File: config.mk
export PLATFORM = sky130hd
export DESIGN_NAME = reorder_buffer
export DESIGN_NICKNAME = d
export VERILOG_FILES = /design/src/hdl/rob_flow_pkg.sv /design/src/hdl/rob_params_pkg.sv /design/src/hdl/rob_ram_if.sv /design/src/hdl/reorder_buffer.sv /design/src/hdl/reorder_tracker.sv /design/src/hdl/rob_ctrl.sv /design/src/hdl/rob_ram.sv /design/src/hdl/staging_fifo.sv
export SDC_FILE = /design/constraint.sdc
export NUM_CORES = 1
export LEC_CHECK = 0
export BUFFER_PORTS_ARGS = -buffer_cell sky130_fd_sc_hd__buf_2
export CAP_MARGIN = 20
export CORE_ASPECT_RATIO = 1.1
export CORE_MARGIN = 10
export CORE_UTILIZATION = 42
export CTS_BUF_LIST = sky130_fd_sc_hd__clkbuf_8
export DETAILED_ROUTE_END_ITERATION = 8
export GPL_TIMING_DRIVEN = 0
export MAX_ROUTING_LAYER = met4
export PLACE_DENSITY_LB_ADDON = 0.15
export SETUP_SLACK_MARGIN = 0.15
export SLEW_MARGIN = 20
export SYNTH_ARGS = -nofsm -noshare
export SYNTH_HDL_FRONTEND = slang
export SYNTH_HIERARCHICAL = 1
export SYNTH_SLANG_ARGS = --single-unit
File: constraint.sdc
create_clock -name clk -period 3.8 [get_ports clk]
set_clock_uncertainty 0.05 [all_clocks]
set_input_delay 0.76 -clock clk [delete_from_list [all_inputs] [get_ports clk]]
set_output_delay 0.76 -clock clk [all_outputs]
set_load 0.01 [all_outputs]
File: src/hdl/rob_flow_pkg.sv
package rob_flow_pkg;

  // Life state of one reorder entry
  // An entry goes free -> pending on allocation, pending -> done on a push,
  // and done -> free when it is released in allocation order
  typedef enum logic [1:0] {
    entry_free    = 2'd0,
    entry_pending = 2'd1,
    entry_done    = 2'd2
  } entry_state_e;

endpackage

File: src/hdl/rob_params_pkg.sv
package rob_params_pkg;

  // Default sizing of the reorder buffer subsystem
  // The top level takes these as its parameter defaults

  // Number of reorder entries that may be outstanding at once
  localparam int num_entries_default = 8;

  // Width of the data word carried by each response
  localparam int data_width_default = 16;

  // Cycles from a RAM read address to its read data
  localparam int ram_read_latency_default = 2;

endpackage

File: src/hdl/rob_ram_if.sv
`timescale 1ns/1ps

// Write and read ports of the reorder buffer storage RAM
interface rob_ram_if #(
  parameter int entry_id_width = 3,
  parameter int data_width = 16
);

  // Write port driven straight from the unordered response push
  logic                      wr_valid;
  logic [entry_id_width-1:0] wr_addr;
  logic [data_width-1:0]     wr_data;

  // Read address issued once per entry release
  logic                      rd_addr_valid;
  logic [entry_id_width-1:0] rd_addr;

  // Read data returned a fixed number of cycles after the address
  logic [data_width-1:0]     rd_data;
  logic                      rd_data_valid;

  // The controller side issues writes and read addresses
  modport ctrl (
    output wr_valid, wr_addr, wr_data,
    output rd_addr_valid, rd_addr,
    input  rd_data, rd_data_valid
  );

  // The storage side answers them
  modport ram (
    input  wr_valid, wr_addr, wr_data,
    input  rd_addr_valid, rd_addr,
    output rd_data, rd_data_valid
  );

endinterface

File: src/hdl/reorder_buffer.sv
`timescale 1ns/1ps

// Reorder buffer subsystem top level
// Only the client ports are visible, the RAM stays inside
module reorder_buffer
  import rob_params_pkg::*;
#(
  parameter int num_entries = num_entries_default,
  parameter int data_width = data_width_default,
  parameter int ram_read_latency = ram_read_latency_default
) (
  input  logic clk,
  input  logic rst_n,

  input  logic alloc_ready,
  output logic alloc_valid,
  output logic [((num_entries > 1) ? $clog2(num_entries) : 1)-1:0] alloc_entry_id,

  input  logic unordered_resp_push_valid,
  input  logic [((num_entries > 1) ? $clog2(num_entries) : 1)-1:0] unordered_resp_push_entry_id,
  input  logic [data_width-1:0] unordered_resp_push_data,

  input  logic reordered_resp_pop_ready,
  output logic reordered_resp_pop_valid,
  output logic [((num_entries > 1) ? $clog2(num_entries) : 1)-1:0] reordered_resp_pop_entry_id,
  output logic [data_width-1:0] reordered_resp_pop_data
);

  localparam int entry_id_width = (num_entries > 1) ? $clog2(num_entries) : 1;

  // Link between the controller and the storage
  rob_ram_if #(
    .entry_id_width (entry_id_width),
    .data_width     (data_width)
  ) ram_bus ();

  rob_ctrl #(
    .num_entries      (num_entries),
    .data_width       (data_width),
    .ram_read_latency (ram_read_latency)
  ) ctrl (
    .clk,
    .rst_n,
    .alloc_ready,
    .alloc_valid,
    .alloc_entry_id,
    .unordered_resp_push_valid,
    .unordered_resp_push_entry_id,
    .unordered_resp_push_data,
    .reordered_resp_pop_ready,
    .reordered_resp_pop_valid,
    .reordered_resp_pop_entry_id,
    .reordered_resp_pop_data,
    .ram (ram_bus.ctrl)
  );

  rob_ram #(
    .num_entries      (num_entries),
    .data_width       (data_width),
    .ram_read_latency (ram_read_latency)
  ) storage (
    .clk,
    .rst_n,
    .ram (ram_bus.ram)
  );

endmodule

File: src/hdl/reorder_tracker.sv
`timescale 1ns/1ps

// Hands out entry IDs in order, marks them done out of order and
// releases them again in the order they were allocated
module reorder_tracker
  import rob_flow_pkg::*;
#(
  parameter int num_entries = 8
) (
  input  logic clk,
  input  logic rst_n,

  input  logic alloc_ready,
  output logic alloc_valid,
  output logic [((num_entries > 1) ? $clog2(num_entries) : 1)-1:0] alloc_entry_id,

  input  logic push_valid,
  input  logic [((num_entries > 1) ? $clog2(num_entries) : 1)-1:0] push_entry_id,

  input  logic release_ready,
  output logic release_valid,
  output logic [((num_entries > 1) ? $clog2(num_entries) : 1)-1:0] release_entry_id
);

  localparam int entry_id_width = (num_entries > 1) ? $clog2(num_entries) : 1;
  localparam int count_width = $clog2(num_entries + 1);

  // One life state per entry
  entry_state_e entry_state [num_entries];

  // Tail is the next ID to allocate and head the next ID to release
  logic [entry_id_width-1:0] tail_ptr;
  logic [entry_id_width-1:0] head_ptr;

  // Number of entries that are pending or done
  logic [count_width-1:0] in_use_count;

  logic alloc_beat;
  logic release_beat;

  // IDs count up modulo num_entries, which need not be a power of two
  function automatic logic [entry_id_width-1:0] next_id(
    input logic [entry_id_width-1:0] id
  );
    logic [entry_id_width-1:0] result;
    if (id == entry_id_width'(num_entries - 1)) begin
      result = '0;
    end else begin
      result = id + 1'b1;
    end
    return result;
  endfunction

  // Allocation is possible as long as some entry is still free
  // Entries are freed in order so the tail entry is then free as well
  assign alloc_valid    = (in_use_count != count_width'(num_entries));
  assign alloc_entry_id = tail_ptr;
  assign alloc_beat     = alloc_valid && alloc_ready;

  // The oldest entry leaves only once its response has arrived
  assign release_valid    = (entry_state[head_ptr] == entry_done);
  assign release_entry_id = head_ptr;
  assign release_beat     = release_valid && release_ready;

  // Entry state updates
  // Allocation, push and release never touch the same entry in one cycle,
  // because each one needs the entry in a different state
  always_ff @(posedge clk) begin
    if (!rst_n) begin
      for (int i = 0; i < num_entries; i++) begin
        entry_state[i] <= entry_free;
      end
    end else begin
      if (alloc_beat) begin
        entry_state[tail_ptr] <= entry_pending;
      end
      // A push must name a pending entry, so it simply marks it done
      if (push_valid) begin
        entry_state[push_entry_id] <= entry_done;
      end
      if (release_beat) begin
        entry_state[head_ptr] <= entry_free;
      end
    end
  end

  // Allocation pointer
  always_ff @(posedge clk) begin
    if (!rst_n) begin
      tail_ptr <= '0;
    end else if (alloc_beat) begin
      tail_ptr <= next_id(tail_ptr);
    end
  end

  // Release pointer
  always_ff @(posedge clk) begin
    if (!rst_n) begin
      head_ptr <= '0;
    end else if (release_beat) begin
      head_ptr <= next_id(head_ptr);
    end
  end

  // Occupancy follows allocations in and releases out
  always_ff @(posedge clk) begin
    if (!rst_n) begin
      in_use_count <= '0;
    end else begin
      unique case ({alloc_beat, release_beat})
        2'b10:   in_use_count <= in_use_count + 1'b1;
        2'b01:   in_use_count <= in_use_count - 1'b1;
        default: in_use_count <= in_use_count;
      endcase
    end
  end

endmodule

File: src/hdl/rob_ctrl.sv
`timescale 1ns/1ps

// Reorder buffer controller
// Pushes go straight into the RAM and mark their entry done
// Released entries are read back and staged until the consumer pops them
module rob_ctrl #(
  parameter int num_entries = 8,
  parameter int data_width = 16,
  parameter int ram_read_latency = 2
) (
  input  logic clk,
  input  logic rst_n,

  input  logic alloc_ready,
  output logic alloc_valid,
  output logic [((num_entries > 1) ? $clog2(num_entries) : 1)-1:0] alloc_entry_id,

  input  logic unordered_resp_push_valid,
  input  logic [((num_entries > 1) ? $clog2(num_entries) : 1)-1:0] unordered_resp_push_entry_id,
  input  logic [data_width-1:0] unordered_resp_push_data,

  input  logic reordered_resp_pop_ready,
  output logic reordered_resp_pop_valid,
  output logic [((num_entries > 1) ? $clog2(num_entries) : 1)-1:0] reordered_resp_pop_entry_id,
  output logic [data_width-1:0] reordered_resp_pop_data,

  rob_ram_if.ctrl ram
);

  localparam int entry_id_width = (num_entries > 1) ? $clog2(num_entries) : 1;

  // Enough room to cover the RAM read latency plus the join turnaround
  localparam int staging_depth = ram_read_latency + 2;

  logic                      release_valid;
  logic                      release_ready;
  logic [entry_id_width-1:0] release_entry_id;
  logic                      release_beat;

  logic id_pop_valid;
  logic id_pop_ready;
  logic data_pop_valid;
  logic data_pop_ready;

  reorder_tracker #(
    .num_entries(num_entries)
  ) tracker (
    .clk,
    .rst_n,
    .alloc_ready,
    .alloc_valid,
    .alloc_entry_id,
    .push_valid       (unordered_resp_push_valid),
    .push_entry_id    (unordered_resp_push_entry_id),
    .release_ready    (release_ready),
    .release_valid    (release_valid),
    .release_entry_id (release_entry_id)
  );

  assign release_beat = release_valid && release_ready;

  // The ID FIFO takes one ID per release and its space gates the release
  staging_fifo #(
    .depth     (staging_depth),
    .payload_t (logic [entry_id_width-1:0])
  ) id_fifo (
    .clk,
    .rst_n,
    .push_valid (release_valid),
    .push_data  (release_entry_id),
    .push_ready (release_ready),
    .pop_valid  (id_pop_valid),
    .pop_data   (reordered_resp_pop_entry_id),
    .pop_ready  (id_pop_ready)
  );

  // Same depth and popped together with the ID FIFO so it cannot overflow
  staging_fifo #(
    .depth     (staging_depth),
    .payload_t (logic [data_width-1:0])
  ) data_fifo (
    .clk,
    .rst_n,
    .push_valid (ram.rd_data_valid),
    .push_data  (ram.rd_data),
    .push_ready (),
    .pop_valid  (data_pop_valid),
    .pop_data   (reordered_resp_pop_data),
    .pop_ready  (data_pop_ready)
  );

  // Join of the two FIFO heads into one output beat
  assign reordered_resp_pop_valid = id_pop_valid && data_pop_valid;
  assign id_pop_ready   = reordered_resp_pop_ready && data_pop_valid;
  assign data_pop_ready = reordered_resp_pop_ready && id_pop_valid;

  // Each push is written to the RAM in the cycle it arrives
  assign ram.wr_valid = unordered_resp_push_valid;
  assign ram.wr_addr  = unordered_resp_push_entry_id;
  assign ram.wr_data  = unordered_resp_push_data;

  // Each release reads back the data of the released entry
  assign ram.rd_addr_valid = release_beat;
  assign ram.rd_addr       = release_entry_id;

endmodule

File: src/hdl/rob_ram.sv
`timescale 1ns/1ps

// One-write one-read storage for the response data
// Read data appears ram_read_latency cycles after the read address
module rob_ram #(
  parameter int num_entries = 8,
  parameter int data_width = 16,
  parameter int ram_read_latency = 2
) (
  input logic clk,
  input logic rst_n,
  rob_ram_if.ram ram
);

  // Storage array, one word per reorder entry
  logic [data_width-1:0] mem [num_entries];

  // Stage 0 of the read pipeline holds the word just read from the array
  logic [data_width-1:0]       rd_data_pipe [ram_read_latency];
  logic [ram_read_latency-1:0] rd_valid_pipe;

  always_ff @(posedge clk) begin
    if (ram.wr_valid) begin
      mem[ram.wr_addr] <= ram.wr_data;
    end
  end

  // Stage 0 loads on a read and later stages shift one step per cycle
  always_ff @(posedge clk) begin
    if (ram.rd_addr_valid) begin
      rd_data_pipe[0] <= mem[ram.rd_addr];
    end
    for (int s = 1; s < ram_read_latency; s++) begin
      rd_data_pipe[s] <= rd_data_pipe[s-1];
    end
  end

  // Valid bits travel alongside the data
  always_ff @(posedge clk) begin
    if (!rst_n) begin
      rd_valid_pipe <= '0;
    end else begin
      rd_valid_pipe[0] <= ram.rd_addr_valid;
      for (int s = 1; s < ram_read_latency; s++) begin
        rd_valid_pipe[s] <= rd_valid_pipe[s-1];
      end
    end
  end

  assign ram.rd_data       = rd_data_pipe[ram_read_latency-1];
  assign ram.rd_data_valid = rd_valid_pipe[ram_read_latency-1];

endmodule

File: src/hdl/staging_fifo.sv
`timescale 1ns/1ps

// Small FIFO built from flops
// The payload type is a parameter so one module serves both IDs and data
module staging_fifo #(
  parameter int depth = 4,
  parameter type payload_t = logic
) (
  input  logic     clk,
  input  logic     rst_n,
  input  logic     push_valid,
  input  payload_t push_data,
  output logic     push_ready,
  output logic     pop_valid,
  output payload_t pop_data,
  input  logic     pop_ready
);

  localparam int ptr_width = (depth > 1) ? $clog2(depth) : 1;
  localparam int count_width = $clog2(depth + 1);

  // Payload slots are filled at the write pointer and read at the read pointer
  payload_t               slots [depth];
  logic [ptr_width-1:0]   wr_ptr;
  logic [ptr_width-1:0]   rd_ptr;
  logic [count_width-1:0] item_count;
  logic                   push_beat;
  logic                   pop_beat;

  // Pointers wrap explicitly so a depth that is not a power of two works
  function automatic logic [ptr_width-1:0] next_ptr(input logic [ptr_width-1:0] ptr);
    logic [ptr_width-1:0] result;
    if (ptr == ptr_width'(depth - 1)) begin
      result = '0;
    end else begin
      result = ptr + 1'b1;
    end
    return result;
  endfunction

  assign push_ready = (item_count != count_width'(depth));
  assign pop_valid  = (item_count != '0);
  assign push_beat  = push_valid && push_ready;
  assign pop_beat   = pop_valid && pop_ready;

  // The head slot drives the output directly, one cycle after its push
  assign pop_data = slots[rd_ptr];

  always_ff @(posedge clk) begin
    if (push_beat) begin
      slots[wr_ptr] <= push_data;
    end
  end

  always_ff @(posedge clk) begin
    if (!rst_n) begin
      wr_ptr     <= '0;
      rd_ptr     <= '0;
      item_count <= '0;
    end else begin
      if (push_beat) begin
        wr_ptr <= next_ptr(wr_ptr);
      end
      if (pop_beat) begin
        rd_ptr <= next_ptr(rd_ptr);
      end
      // Simultaneous push and pop leave the count where it is
      if (push_beat && !pop_beat) begin
        item_count <= item_count + 1'b1;
      end else if (pop_beat && !push_beat) begin
        item_count <= item_count - 1'b1;
      end
    end
  end

endmodule

==> metrics.md, run 1 <==
| Metric | Value |
|---|---|
| Status | completed |
| Data required time of the worst path | 4.20 ns |
| Worst slew margin relative to its limit | 0.451 |
| Worst Setup Start Kind | register |
| Reg2reg setup slack | approximately 0.66 ns |
| Hold path cells | 0 |
| Cells resized by post-CTS repair | 0 |
| Via count of the first global-routing pass | about 6k |
| Number of placement rows | 63 |
| Final std cells w/o fill | approximately 1.1k |
| Final worst path period share | 0.827 |
| Post-synthesis to final-layout area growth | 14.6% |
| Maximum capacitance violations | 0 |
| Routed length per instance | between 15 and 20 µm |
| Number of buffers between clock root and the deepest sink | 3 |
| Syn_nets | approximately 700 |
| Most common cell after layout, fill and taps aside | edfxtp_1 |
| CTS tree | built |
| Fraction of layout cells with a size suffix above 1 | 0.290 |
| Clock period minus worst slack | 3.14 ns |
| Yosys warning total | 6 |
| Setup bufs post-CTS | 0 |
| Data arrival time of the worst path | 3.54 ns |
| Total iterations of the first detailed-routing run | 5 |
| Root buf cell | clkbuf_8 |
| Starting density of the core | 0.425 |
| Number of port buffers | 31 |
| Worst voltage drop across the vdd grid | between 0.2 and 0.3 mV |
| Placer's final routability congestion estimate | 0.822 |
| Area of the core region | between 0.02 and 0.03 mm² |
| H-tree Lvls | 2 |
| Count of different cell masters after synthesis | 45 |
| Synthesized instance count | roughly 650 |
| Number of clock sinks | between 200 and 300 |
| Total CTS buffers | 44 |
| Unrepaired setup endpoints after global routing | no |
| Hold slack final | a little under 0.3 ns |
| Number of setup violations in the final report | 0 |
| Number of fillers in the final layout | 2313 |
| Most used cells in the layout excluding fill and tap cells | 220 x edfxtp_1, 65 x dfxtp_1, 50 x clkbuf_8 |
| Leading register cell type out of synthesis | edfxtp_1 |
| CP top delay family | multiplexers |
| Final-report hold violation count | 0 |
| Cell at the slowest stage of the critical path | mux4_2 |
| WP depth | 9 |
| I/O pins | 48 |
| Part of the Yosys area used for sequential elements | 0.695 |
| Post-layout utilization of the core | 0.486 |
| Overall die width | ~180 µm |
| Worst slew pin tran | 0.824 ns |
| Post-synth design cell area | 0.0114 mm² |
| Yosys reg bits | between 200 and 300 |
| Number of nets in the finished design | 784 |
| Number of synthesized flops with an enable pin | 220 |
| Number of buffers inserted by hold repair at cts | 0 |
| Critical Path End Type | register |
| Slowest stage delay, CP | about 0.57 ns |
| Kind of critical path | reg2reg |
| Placed wire-length estimate | 13900 µm |
| Routed Antenna Nets | 0 |
| Drt first-iter violations | 324 |
| Leak pwr | 0.00456 µW |
| # DRC | 0 |
| Highest net fanout along the worst path | 7 |
| Total instance count after detailed placement | around 1.0k |
| Floorplan die height | about 190 µm |
| Number of antenna violations at the first check in global routing | 0 |
| Final slew viol count | 0 |
| GRT Total Usage | 0.128 |
| Reg2reg path depth | 9 |
| Max frequency | 0.318 GHz |
| Path type of the worst min-delay path | reg2reg |
| Aggregate global routing overflow | 0 |
| Detailed-route vias per instance | around 5.1 |
| Chain of cells forming the critical path | mux4_2, mux2i_1, and2_4, ha_1, inv_1, fa_1, xor2_1, or3_2, a21boi_0 |
| DR vias | between 5k and 6k |
| Fraction of synthesis flops using an asynchronous set or reset pin | 0 |
| CTS clk-pin slew, worst paths | 0.06 ns |
| Total power per unit cell area | 481 mW/mm² |
| Total wirelength of the detailed-routed design | between 20000 and 25000 µm |
| CP Buf/Inv Count | 1 |
| Die area | 0.0341 mm² |
| Global-route wire length before repair | ~33000 µm |
| Later-pin clock latency in the skew report | ~0.54 ns |
| Maximum number of pins on one net before global-route repair | 18 |
| Inserted Diodes | 0 |
| Avg Synthesized Cell Area | ~17 µm² |
## per-layer routing
| layer | share of wire | wire (µm) | track usage | vias up |
|---|---|---|---|---|
| li1 | - | - | - | 2675 |
| met1 | 0.42 | 8960 | 0.150 | 2891 |
| met2 | 0.51 | 10900 | 0.217 | 122 |
| met3 | 0.045 | 955 | 0.0294 | 35 |
| met4 | 0.017 | 361 | 0.0379 | 0 |
| met5 | 0 | 0 | - | - |
## path summary, 6_finish.rpt
check,startpoint,to
setup reg to reg,register,ctrl/id_fifo/item_count[2]
setup / recovery,register,ctrl/id_fifo/item_count[2]
hold / removal,storage/rd_data_pipe[0][15],storage/rd_data_pipe[0][31]
hold reg to reg,storage/rd_data_pipe[0][15],storage/rd_data_pipe[0][31]
## synth_stat cells (4+ instances only)
cell,n,share of area
nor2b_1,8,0.0044
ha_1,19,0.021
a21oi_1,9,0.0040
mux2_2,16,0.016
mux4_1,28,0.065
mux4_2,25,0.049
nand4_1,10,0.0055
nor3_1,5,0.0022
nand2_1,35,0.012
buf_2,4,0.0018
buf_6,7,0.0069
edfxtp_1,220,0.58
inv_1,9,0.0030
o21ai_0,9,0.0040
and3_2,8,0.0053
or3_2,4,0.0026
a21boi_0,5,0.0033
clkbuf_1,7,0.0023
a31oi_1,16,0.0088
nand3_1,6,0.0026
nor2_1,20,0.0066
buf_4,38,0.025
mux2i_1,10,0.0088
nand2b_1,14,0.0077
a21o_1,9,0.0059
and2_1,13,0.0071
dfxtp_1,65,0.11
buf_1,4,0.0013
## cell type report
class / instances / area [µm²] / area share
multi-input combinational: 295 / 3030 / 0.232
tap: 357 / 447 / 0.0343
inverter: 9 / 33.8 / 0.00259
clock inverter: 24 / 213 / 0.0163
sequential: 285 / 7910 / 0.607
buffer: 62 / 435 / 0.0334
timing repair buffer: 41 / 287 / 0.0220
clock buffer: 50 / 688 / 0.0528
## per-stage QoR
| stage | setup slack [ns] | setup TNS, ns | power, µW | instance area [µm²] |
|---|---|---|---|---|
| after floorplan | 0.996 | 0 | 3660 | 11400 |
| after global placement | -0.141 | -2.60 | 3710 | 12000 |
| after detailed placement | 0.689 | 0 | 3740 | 12100 |
| after CTS | 0.655 | 0 | 6370 | 13000 |
| after global routing | 0.466 | 0 | 6530 | 13000 |
| final | 0.657 | 0 | 6270 | 13000 |
## power by group
part	switching (µW)	internal [µW]	leakage [µW]
Clock	1130	1480	0.000493
Combinational	123	105	0.00154
Sequential	26.2	3420	0.00253
## flip-flops by register name, indices dropped and copies added (netlist names), 3 cells and up, named ones only
name / count
ctrl/tracker/release_entry_id: 3
storage/rd_data_pipe: 32
ctrl/tracker/in_use_count: 4
storage/mem: 128
ctrl/data_fifo/item_count: 3
ctrl/data_fifo/slots: 64
ctrl/id_fifo/item_count: 3
ctrl/tracker/alloc_entry_id: 3
ctrl/tracker/entry_state: 16
ctrl/id_fifo/slots: 12
## logic make-up after synthesis
| group | Yosys count | share of synthesized area |
|---|---|---|
| xor gates and xnor gates | 6 | 0.00462 |
| adders and majority gates | 22 | 0.0262 |
| and+or+nand+nor | 136 | 0.0654 |
| muxes | 79 | 0.139 |
| DFF | 285 | 0.695 |
| AOI/OAI and AO/OA | 52 | 0.0288 |
| buffers and inverters | 71 | 0.0412 |
Note: power is estimated with default switching activity, not from simulation.
==> run 2: changes to the inputs <==
- clock period: 3.8 -> 2.9 ns (I/O delays scaled with it)
==> run 2 against run 1 <==
- total power up 27%
- core utilization up 0.38 points
- design area up 0.78%
- clock power rose by 20%
- worst hold slack got worse by 0.092 ns
- sequential cell count unchanged
- critical path depth grew 1
- sequential power grew 31%
- via count rose by 0.19%
- first-iteration DRC count decreased by 5.2%
==> metrics.md, run 2 (synthesized netlist as in run 1, its figures left out) <==
| Metric | Value |
|---|---|
| Status | completed (unchanged) |
| Highest net fanout along the worst path | 5 (was 7) |
| Hold-critical path endpoint | storage/mem[3][15] (was storage/rd_data_pipe[0][31]) |
| Floorplan die height | 193 µm (unchanged) |
| CTS tree | built (unchanged) |
| Path type of the worst min-delay path | in2reg (was reg2reg) |
| Post-layout utilization of the core | 0.490 (was 0.486) |
| Later-pin clock latency in the skew report | 0.56 ns (was 0.54 ns) |
| # DRC | 0 (unchanged) |
| Most common cell after layout, fill and taps aside | edfxtp_1 (unchanged) |
| Global-route wire length before repair | 32800 µm (was 33000 µm) |
| Cell area after layout | 0.0131 mm² (was 0.0130 mm²) |
| Number of clock sinks | 285 (unchanged) |
| Hold path cells | 1 (was 0) |
| Switching part of the total power | 0.213 (was 0.204) |
| Switching power summed over all nets | 1690 µW (was 1280 µW) |
| Register containing the most flip-flops in the final layout | storage/mem (unchanged) |
| Reg2reg setup slack | 0.27 ns (was 0.66 ns) |
| Final slew viol count | 0 (unchanged) |
| Part of the total power dissipated in combinational logic | 0.040 (was 0.036) |
| Number of setup violations in the final report | 0 (unchanged) |
| Worst voltage drop across the vdd grid | 0.247 mV (was 0.251 mV) |
| Reg2reg path depth | 10 (was 9) |
| Aggregate global routing overflow | 0 (unchanged) |
| Final-report hold violation count | 0 (unchanged) |
| H-tree Lvls | 2 (unchanged) |
| Routed Antenna Nets | 0 (unchanged) |
| Placer's final routability congestion estimate | 0.799 (was 0.822) |
| Area of the core region | 0.0268 mm² (unchanged) |
| GRT Total Usage | 0.128 (about the same) |
| Leak pwr | 0.00461 µW (was 0.00456 µW) |
| Total iterations of the first detailed-routing run | 4 (was 5) |
| Die area | 0.0341 mm² (unchanged) |
| Reg-to-Reg Start | ctrl/tracker/entry_state[7][0] |
| Root buf cell | clkbuf_8 (unchanged) |
| Design internal power | 6250 µW (was 5000 µW) |
| Worst setup timing slack at the placement stage | -0.0297 ns (was 0.689 ns) |
| Detailed-route vias per instance | 5.03 (was 5.10) |
| Post-synthesis to final-layout area growth | 15.5% (was 14.6%) |
| Final worst path period share | 0.906 (was 0.827) |
| Data arrival time of the worst path | 3.07 ns (was 3.54 ns) |
| Maximum number of pins on one net before global-route repair | 18 (unchanged) |
| Placed wire-length estimate | 14100 µm (was 13900 µm) |
| Cell area reported after detailed placement | 0.0121 mm² (about the same) |
| Data required time of the worst path | 3.34 ns (was 4.20 ns) |
| Total wirelength of the detailed-routed design | 21100 µm (about the same) |
| Clock share of power | 0.392 (was 0.415) |
| Max frequency | 0.380 GHz (was 0.318 GHz) |
| Relative contribution of sequential cells to total power | 0.568 (was 0.549) |
| Via count of the first global-routing pass | 6057 (was 5907) |
| Largest registers | storage/mem: 128 flops, ctrl/data_fifo/slots: 64 flops, storage/rd_data_pipe: 32 flops (unchanged) |
| Routed length per instance | 18.5 µm (was 18.8 µm) |
| Unrepaired setup endpoints after global routing | no (unchanged) |
| Clock period minus worst slack | 2.63 ns (was 3.14 ns) |
| Number of placement rows | 63 (unchanged) |
| Post-route total power | 7940 µW (was 6270 µW) |
| Total CTS buffers | 45 (was 44) |
| Number of port buffers | 31 (unchanged) |
| Number of buffers between clock root and the deepest sink | 3 (unchanged) |
| Fraction of layout cells with a size suffix above 1 | 0.307 (was 0.290) |
| Capture point of the worst reg-to-reg path | ctrl/tracker/in_use_count[3] (was ctrl/id_fifo/item_count[2]) |
| Worst Setup Start Kind | register (unchanged) |
| Hold path startpoint | unordered_resp_push_data[15] (was storage/rd_data_pipe[0][15]) |
| Worst slew margin relative to its limit | 0.489 (was 0.451) |
| Flip-flop count of the largest register after layout | 128 (unchanged) |
| I/O pins | 48 (unchanged) |
| Number of antenna violations at the first check in global routing | 1 (was 0) |
| Overall die width | 177 µm (unchanged) |
| Most used cells in the layout excluding fill and tap cells | 220 x edfxtp_1, 61 x dfxtp_1, 48 x clkbuf_8 (was 220 x edfxtp_1, 65 x dfxtp_1, 50 x clkbuf_8) |
| DR vias | 5734 (was 5723) |
| CTS clk-pin slew, worst paths | 0.06 ns (about the same) |
| Number of nets in the finished design | 793 (was 784) |
| Drt first-iter violations | 307 (was 324) |
| Starting density of the core | 0.425 (unchanged) |
| Minimum setup slack in the final design | 0.272 ns (was 0.657 ns) |
| Kind of critical path | reg2reg (unchanged) |
| Worst slew pin tran | 0.767 ns (was 0.824 ns) |
| Critical Path End Type | register (unchanged) |
| Hold slack final | 0.197 ns (was 0.289 ns) |
| Total power per unit cell area | 604 mW/mm² (was 481 mW/mm²) |
| Maximum capacitance violations | 0 (unchanged) |
==> run 2: cell types whose count changed in the layout (fill, tap and decap cells not counted), sizes merged <==
cell	previous run	this run
inv	16	33
clkinvlp	0	2
clkinv	13	7
clkbuf	59	57
diode	0	1
bufinv	4	1
buf	94	102
==> run 2: area by class of cell <==
class,instances,area (µm²)
plain buffers,62,448
inverters,9,33.8
repair buffers,49,343
clock buffers,48,661
flip-flops and latches,285,7910
diodes,1,2.50
clock inverters,34,175
fillers,2274,13700
well taps,357,447
multi-input cells,295,3120
==> run 2: what timing repair did <==
action | 4_1_cts | 5_1_grt
buffers inserted | 4 | 4
hold buffers | 0 | 0
pin swaps | 4 | 4
resized for setup | 11 | 15
endpoints found under the setup margin | 13 | 3
==> run 2: worst max-delay path, stage by stage (launching register included) <==
cell and delay, ns:
dfxtp_1 0.31, nand2b_1 0.14, mux4_2 0.53, o22ai_4 0.20
buf_6 0.15, ha_4 0.15, ha_1 0.23, a21o_1 0.21
a21oi_2 0.15, mux2i_1 0.24, mux2i_1 0.21
==> run 2: worst max path at each step <==
| stage | startpoint | end | slack, ns | depth (start not counted) |
|---|---|---|---|---|
| 2_1_floorplan | ctrl/tracker/entry_state[3][0] | ctrl/id_fifo/item_count[2] | 0.20 | 10 |
| 3_3_place_gp | unordered_resp_push_entry_id[0] | storage/mem[0][10] | -0.97 | 4 |
| 3_5_place_dp | ctrl/tracker/entry_state[3][0] | ctrl/id_fifo/item_count[2] | -0.03 | 10 |
| 4_1_cts | ctrl/tracker/entry_state[7][0] | ctrl/tracker/in_use_count[3] | 0.11 | 10 |
| 5_1_grt | ctrl/id_fifo/item_count[1] | ctrl/tracker/in_use_count[3] | 0.15 | 11 |
| 6_report | ctrl/tracker/entry_state[7][0] | ctrl/tracker/in_use_count[3] | 0.27 | 10 |
==> run 2: stage by stage <==
| step | TNS, ns | std cells |
|---|---|---|
| floorplan | 0 | 651 |
| detailed placement | -0.0297 | 1049 |
| CTS | 0 | 1135 |
| finish | 0 | 1140 |
| global route | 0 | 1140 |
| global placement | -30.04 | 1039 |
==> run 2: routing by layer <==
metal	track usage	routed length [µm]	up-vias
met5	-	0	-
met4	0.0450	420	0
met3	0.0333	1140	41
met2	0.216	10900	122
met1	0.144	8630	2871
li1	-	-	2700
==> run 2: power groups by stage <==
stage / clock, µW / combinational, µW / sequential [µW]
2_1_floorplan: 0 / 211 / 4580
3_3_place_gp: 0 / 277 / 4590
3_5_place_dp: 0 / 304 / 4600
4_1_cts: 3230 / 309 / 4510
5_1_grt: 3420 / 348 / 4520
6_report: 3110 / 316 / 4510
==> run 3: changes to the inputs <==
- CORE_MARGIN: 10 -> not set
==> run 3 against run 2 <==
- design area increased by 0.42%
- critical path depth unchanged
- sequential share of layout area decreased by 0.26 points
- setup slack got worse by 0.071 ns
- clock power increased by 13%
- global-route usage increased by 3.3 points
- maximum frequency decreased by 2.6%
- total power increased by 4.8%
- combinational power decreased by 2%
- final cell count decreased by 0.26%
- critical endpoint is now ctrl/id_fifo/item_count[2]
- sequential power about the same
- worst hold slack improved by 0.00079 ns
==> metrics.md, run 3 (synthesized netlist as in run 1, its figures left out) <==
| Metric | Value |
|---|---|
| Status | completed (unchanged) |
| Placer's final routability congestion estimate | 0.808 (was 0.799) |
| Number of clock sinks | 285 (unchanged) |
| Number of placement rows | 62 (was 63) |
| CTS tree | built (unchanged) |
| Number of buffers inserted by hold repair at cts | 0 (unchanged) |
| Aggregate global routing overflow | 0 (unchanged) |
| Data required time of the worst path | 3.31 ns (was 3.34 ns) |
| Routed Antenna Nets | 0 (unchanged) |
| Number of buffers between clock root and the deepest sink | 3 (unchanged) |
| Clock period minus worst slack | 2.70 ns (was 2.63 ns) |
| CP top delay family | multiplexers (unchanged) |
| Hold path startpoint | unordered_resp_push_data[6] (was unordered_resp_push_data[15]) |
| Cell area after layout | 0.0132 mm² (was 0.0131 mm²) |
| Total CTS buffers | 46 (was 45) |
| Detailed-route vias per instance | 5.10 (was 5.03) |
| Leak pwr | 0.00462 µW (was 0.00461 µW) |
| Total wirelength of the detailed-routed design | 21100 µm (about the same) |
| Reg-to-Reg Start | ctrl/tracker/entry_state[3][0] (was ctrl/tracker/entry_state[7][0]) |
| DR vias | 5797 (was 5734) |
| Placed wire-length estimate | 13700 µm (was 14100 µm) |
| Die area | 0.0278 mm² (was 0.0341 mm²) |
| Via count of the first global-routing pass | 6293 (was 6057) |
| Floorplan die height | 175 µm (was 193 µm) |
| I/O pins | 48 (unchanged) |
| Slowest stage delay, CP | 0.55 ns (was 0.53 ns) |
| Drt first-iter violations | 294 (was 307) |
| Fraction of layout cells with a size suffix above 1 | 0.310 (was 0.307) |
| Path type of the worst min-delay path | in2reg (unchanged) |
| Final-report hold violation count | 0 (unchanged) |
| Worst voltage drop across the vdd grid | 0.441 mV (was 0.247 mV) |
| Area of the core region | 0.0264 mm² (was 0.0268 mm²) |
| Maximum number of pins on one net before global-route repair | 18 (unchanged) |
| Cell at the slowest stage of the critical path | mux4_2 (unchanged) |
| Total iterations of the first detailed-routing run | 4 (unchanged) |
| Largest registers | storage/mem: 128 flops, ctrl/data_fifo/slots: 64 flops, storage/rd_data_pipe: 32 flops (unchanged) |
| Total power per unit cell area | 631 mW/mm² (was 604 mW/mm²) |
| Maximum capacitance violations | 0 (unchanged) |
| Worst Setup Start Kind | register (unchanged) |
| CTS clk-pin slew, worst paths | 0.06 ns (about the same) |
| Worst slew pin tran | 0.754 ns (was 0.767 ns) |
| H-tree Lvls | 2 (unchanged) |
| Critical Path End Type | register (unchanged) |
| Most used cells in the layout excluding fill and tap cells | 220 x edfxtp_1, 62 x dfxtp_1, 50 x clkbuf_8 (was 220 x edfxtp_1, 61 x dfxtp_1, 48 x clkbuf_8) |
| Post-layout utilization of the core | 0.500 (was 0.490) |
| Later-pin clock latency in the skew report | 0.56 ns (about the same) |
| Max frequency | 0.370 GHz (was 0.380 GHz) |
| Overall die width | 159 µm (was 177 µm) |
| Kind of critical path | reg2reg (unchanged) |
| Starting density of the core | 0.431 (was 0.425) |
| Unrepaired setup endpoints after global routing | yes (was no) |
| Minimum setup slack in the final design | 0.200 ns (was 0.272 ns) |
| Cell area reported after detailed placement | 0.0121 mm² (about the same) |
| CP Buf/Inv Count | 1 (unchanged) |
| Global-route wire length before repair | 33500 µm (was 32800 µm) |
| Number of setup violations in the final report | 0 (unchanged) |
| Number of port buffers | 31 (unchanged) |
| Post-synthesis to final-layout area growth | 16.0% (was 15.5%) |
| # DRC | 0 (unchanged) |
| Number of antenna violations at the first check in global routing | 1 (unchanged) |
| Root buf cell | clkbuf_8 (unchanged) |
| Register containing the most flip-flops in the final layout | storage/mem (unchanged) |
| Most common cell after layout, fill and taps aside | edfxtp_1 (unchanged) |
| Routed length per instance | 18.6 µm (was 18.5 µm) |
| Final worst path period share | 0.931 (was 0.906) |
| Chain of cells forming the critical path | nand2b_1, mux4_2, mux2i_4, and2_4, ha_4, inv_1, fa_2, xor2_1, or3_4, a21boi_2 (was nand2b_1, mux4_2, o22ai_4, buf_6, ha_4, ha_1, a21o_1, a21oi_2, mux2i_1, mux2i_1) |
| Final slew viol count | 0 (unchanged) |
| Number of nets in the finished design | 793 (unchanged) |
| Critical Path Source | ctrl/tracker/entry_state[3][0] (was ctrl/tracker/entry_state[7][0]) |
| Worst setup timing slack at the placement stage | -0.0740 ns (was -0.0297 ns) |
| Data arrival time of the worst path | 3.11 ns (was 3.07 ns) |
| Highest net fanout along the worst path | 2 (was 5) |
| GRT Total Usage | 0.161 (was 0.128) |
| Flip-flop count of the largest register after layout | 128 (unchanged) |
| Worst slew margin relative to its limit | 0.497 (was 0.489) |
-- run 3: changes by cell type in the layout (fill, tap and decap cells not counted), moves of 2 or more --
| cell | delta |
|---|---|
| clkinvlp_4 | -2 |
| inv_1 | -12 |
| clkinv_2 | +4 |
| clkbuf_8 | +2 |
| clkinv_1 | +8 |
| buf_4 | +2 |
| buf_8 | -4 |
| bufinv_16 | +3 |
-- run 3: area by class of cell --
| class | instances | area [µm²] |
|---|---|---|
| Clock buffer | 50 | 688 |
| Clock inverter | 35 | 260 |
| Buffer | 62 | 448 |
| Timing Repair Buffer | 48 | 305 |
| Fill cell | 2213 | 13200 |
| Sequential cell | 285 | 7910 |
| Antenna cell | 1 | 2.50 |
| Multi-Input combinational cell | 295 | 3100 |
| Tap cell | 352 | 440 |
| Inverter | 9 | 33.8 |
-- run 3: metrics by stage --
step	total power, µW	setup TNS, ns	hold slack [ns]	instances
3_3_place_gp	4870	-27.07	0.276	1034
2_1_floorplan	4800	0	0.273	651
3_5_place_dp	4900	-0.0740	0.277	1044
5_1_grt	8660	0	0.181	1137
4_1_cts	8450	0	0.163	1133
6_report	8320	0	0.198	1137
-- run 3: metal layers --
metal,GRT usage,wire length [µm]
met1,0.194,9170
met2,0.269,10500
met3,0.0361,976
met4,0.0549,504
met5,-,0
-- run 3: final timing paths --
check	to	slack [ns]	cells past startpoint
min reg2reg	storage/rd_data_pipe[0][30]	0.29	0
min	storage/mem[3][6]	0.20	1
max reg2reg	ctrl/id_fifo/item_count[2]	0.20	10
max	ctrl/id_fifo/item_count[2]	0.20	10
-- run 3: where the power goes --
| group | total (µW) | switching, µW | leakage (µW) | internal, µW |
|---|---|---|---|---|
| registers | 4510 | 35.5 | 0.00253 | 4480 |
| logic | 311 | 167 | 0.00157 | 144 |
| clock network | 3500 | 1540 | 0.000531 | 1960 |
| total | 8320 | 1740 | 0.00462 | 6580 |
-- run 3: repair_timing --
| action | 4_1_cts | 5_1_grt |
|---|---|---|
| cloned | 0 | 0 |
| pin swaps | 2 | 3 |
| setup endpoints to repair | 10 | 8 |
| buffers inserted | 4 | 3 |
| gates resized for setup | 13 | 9 |
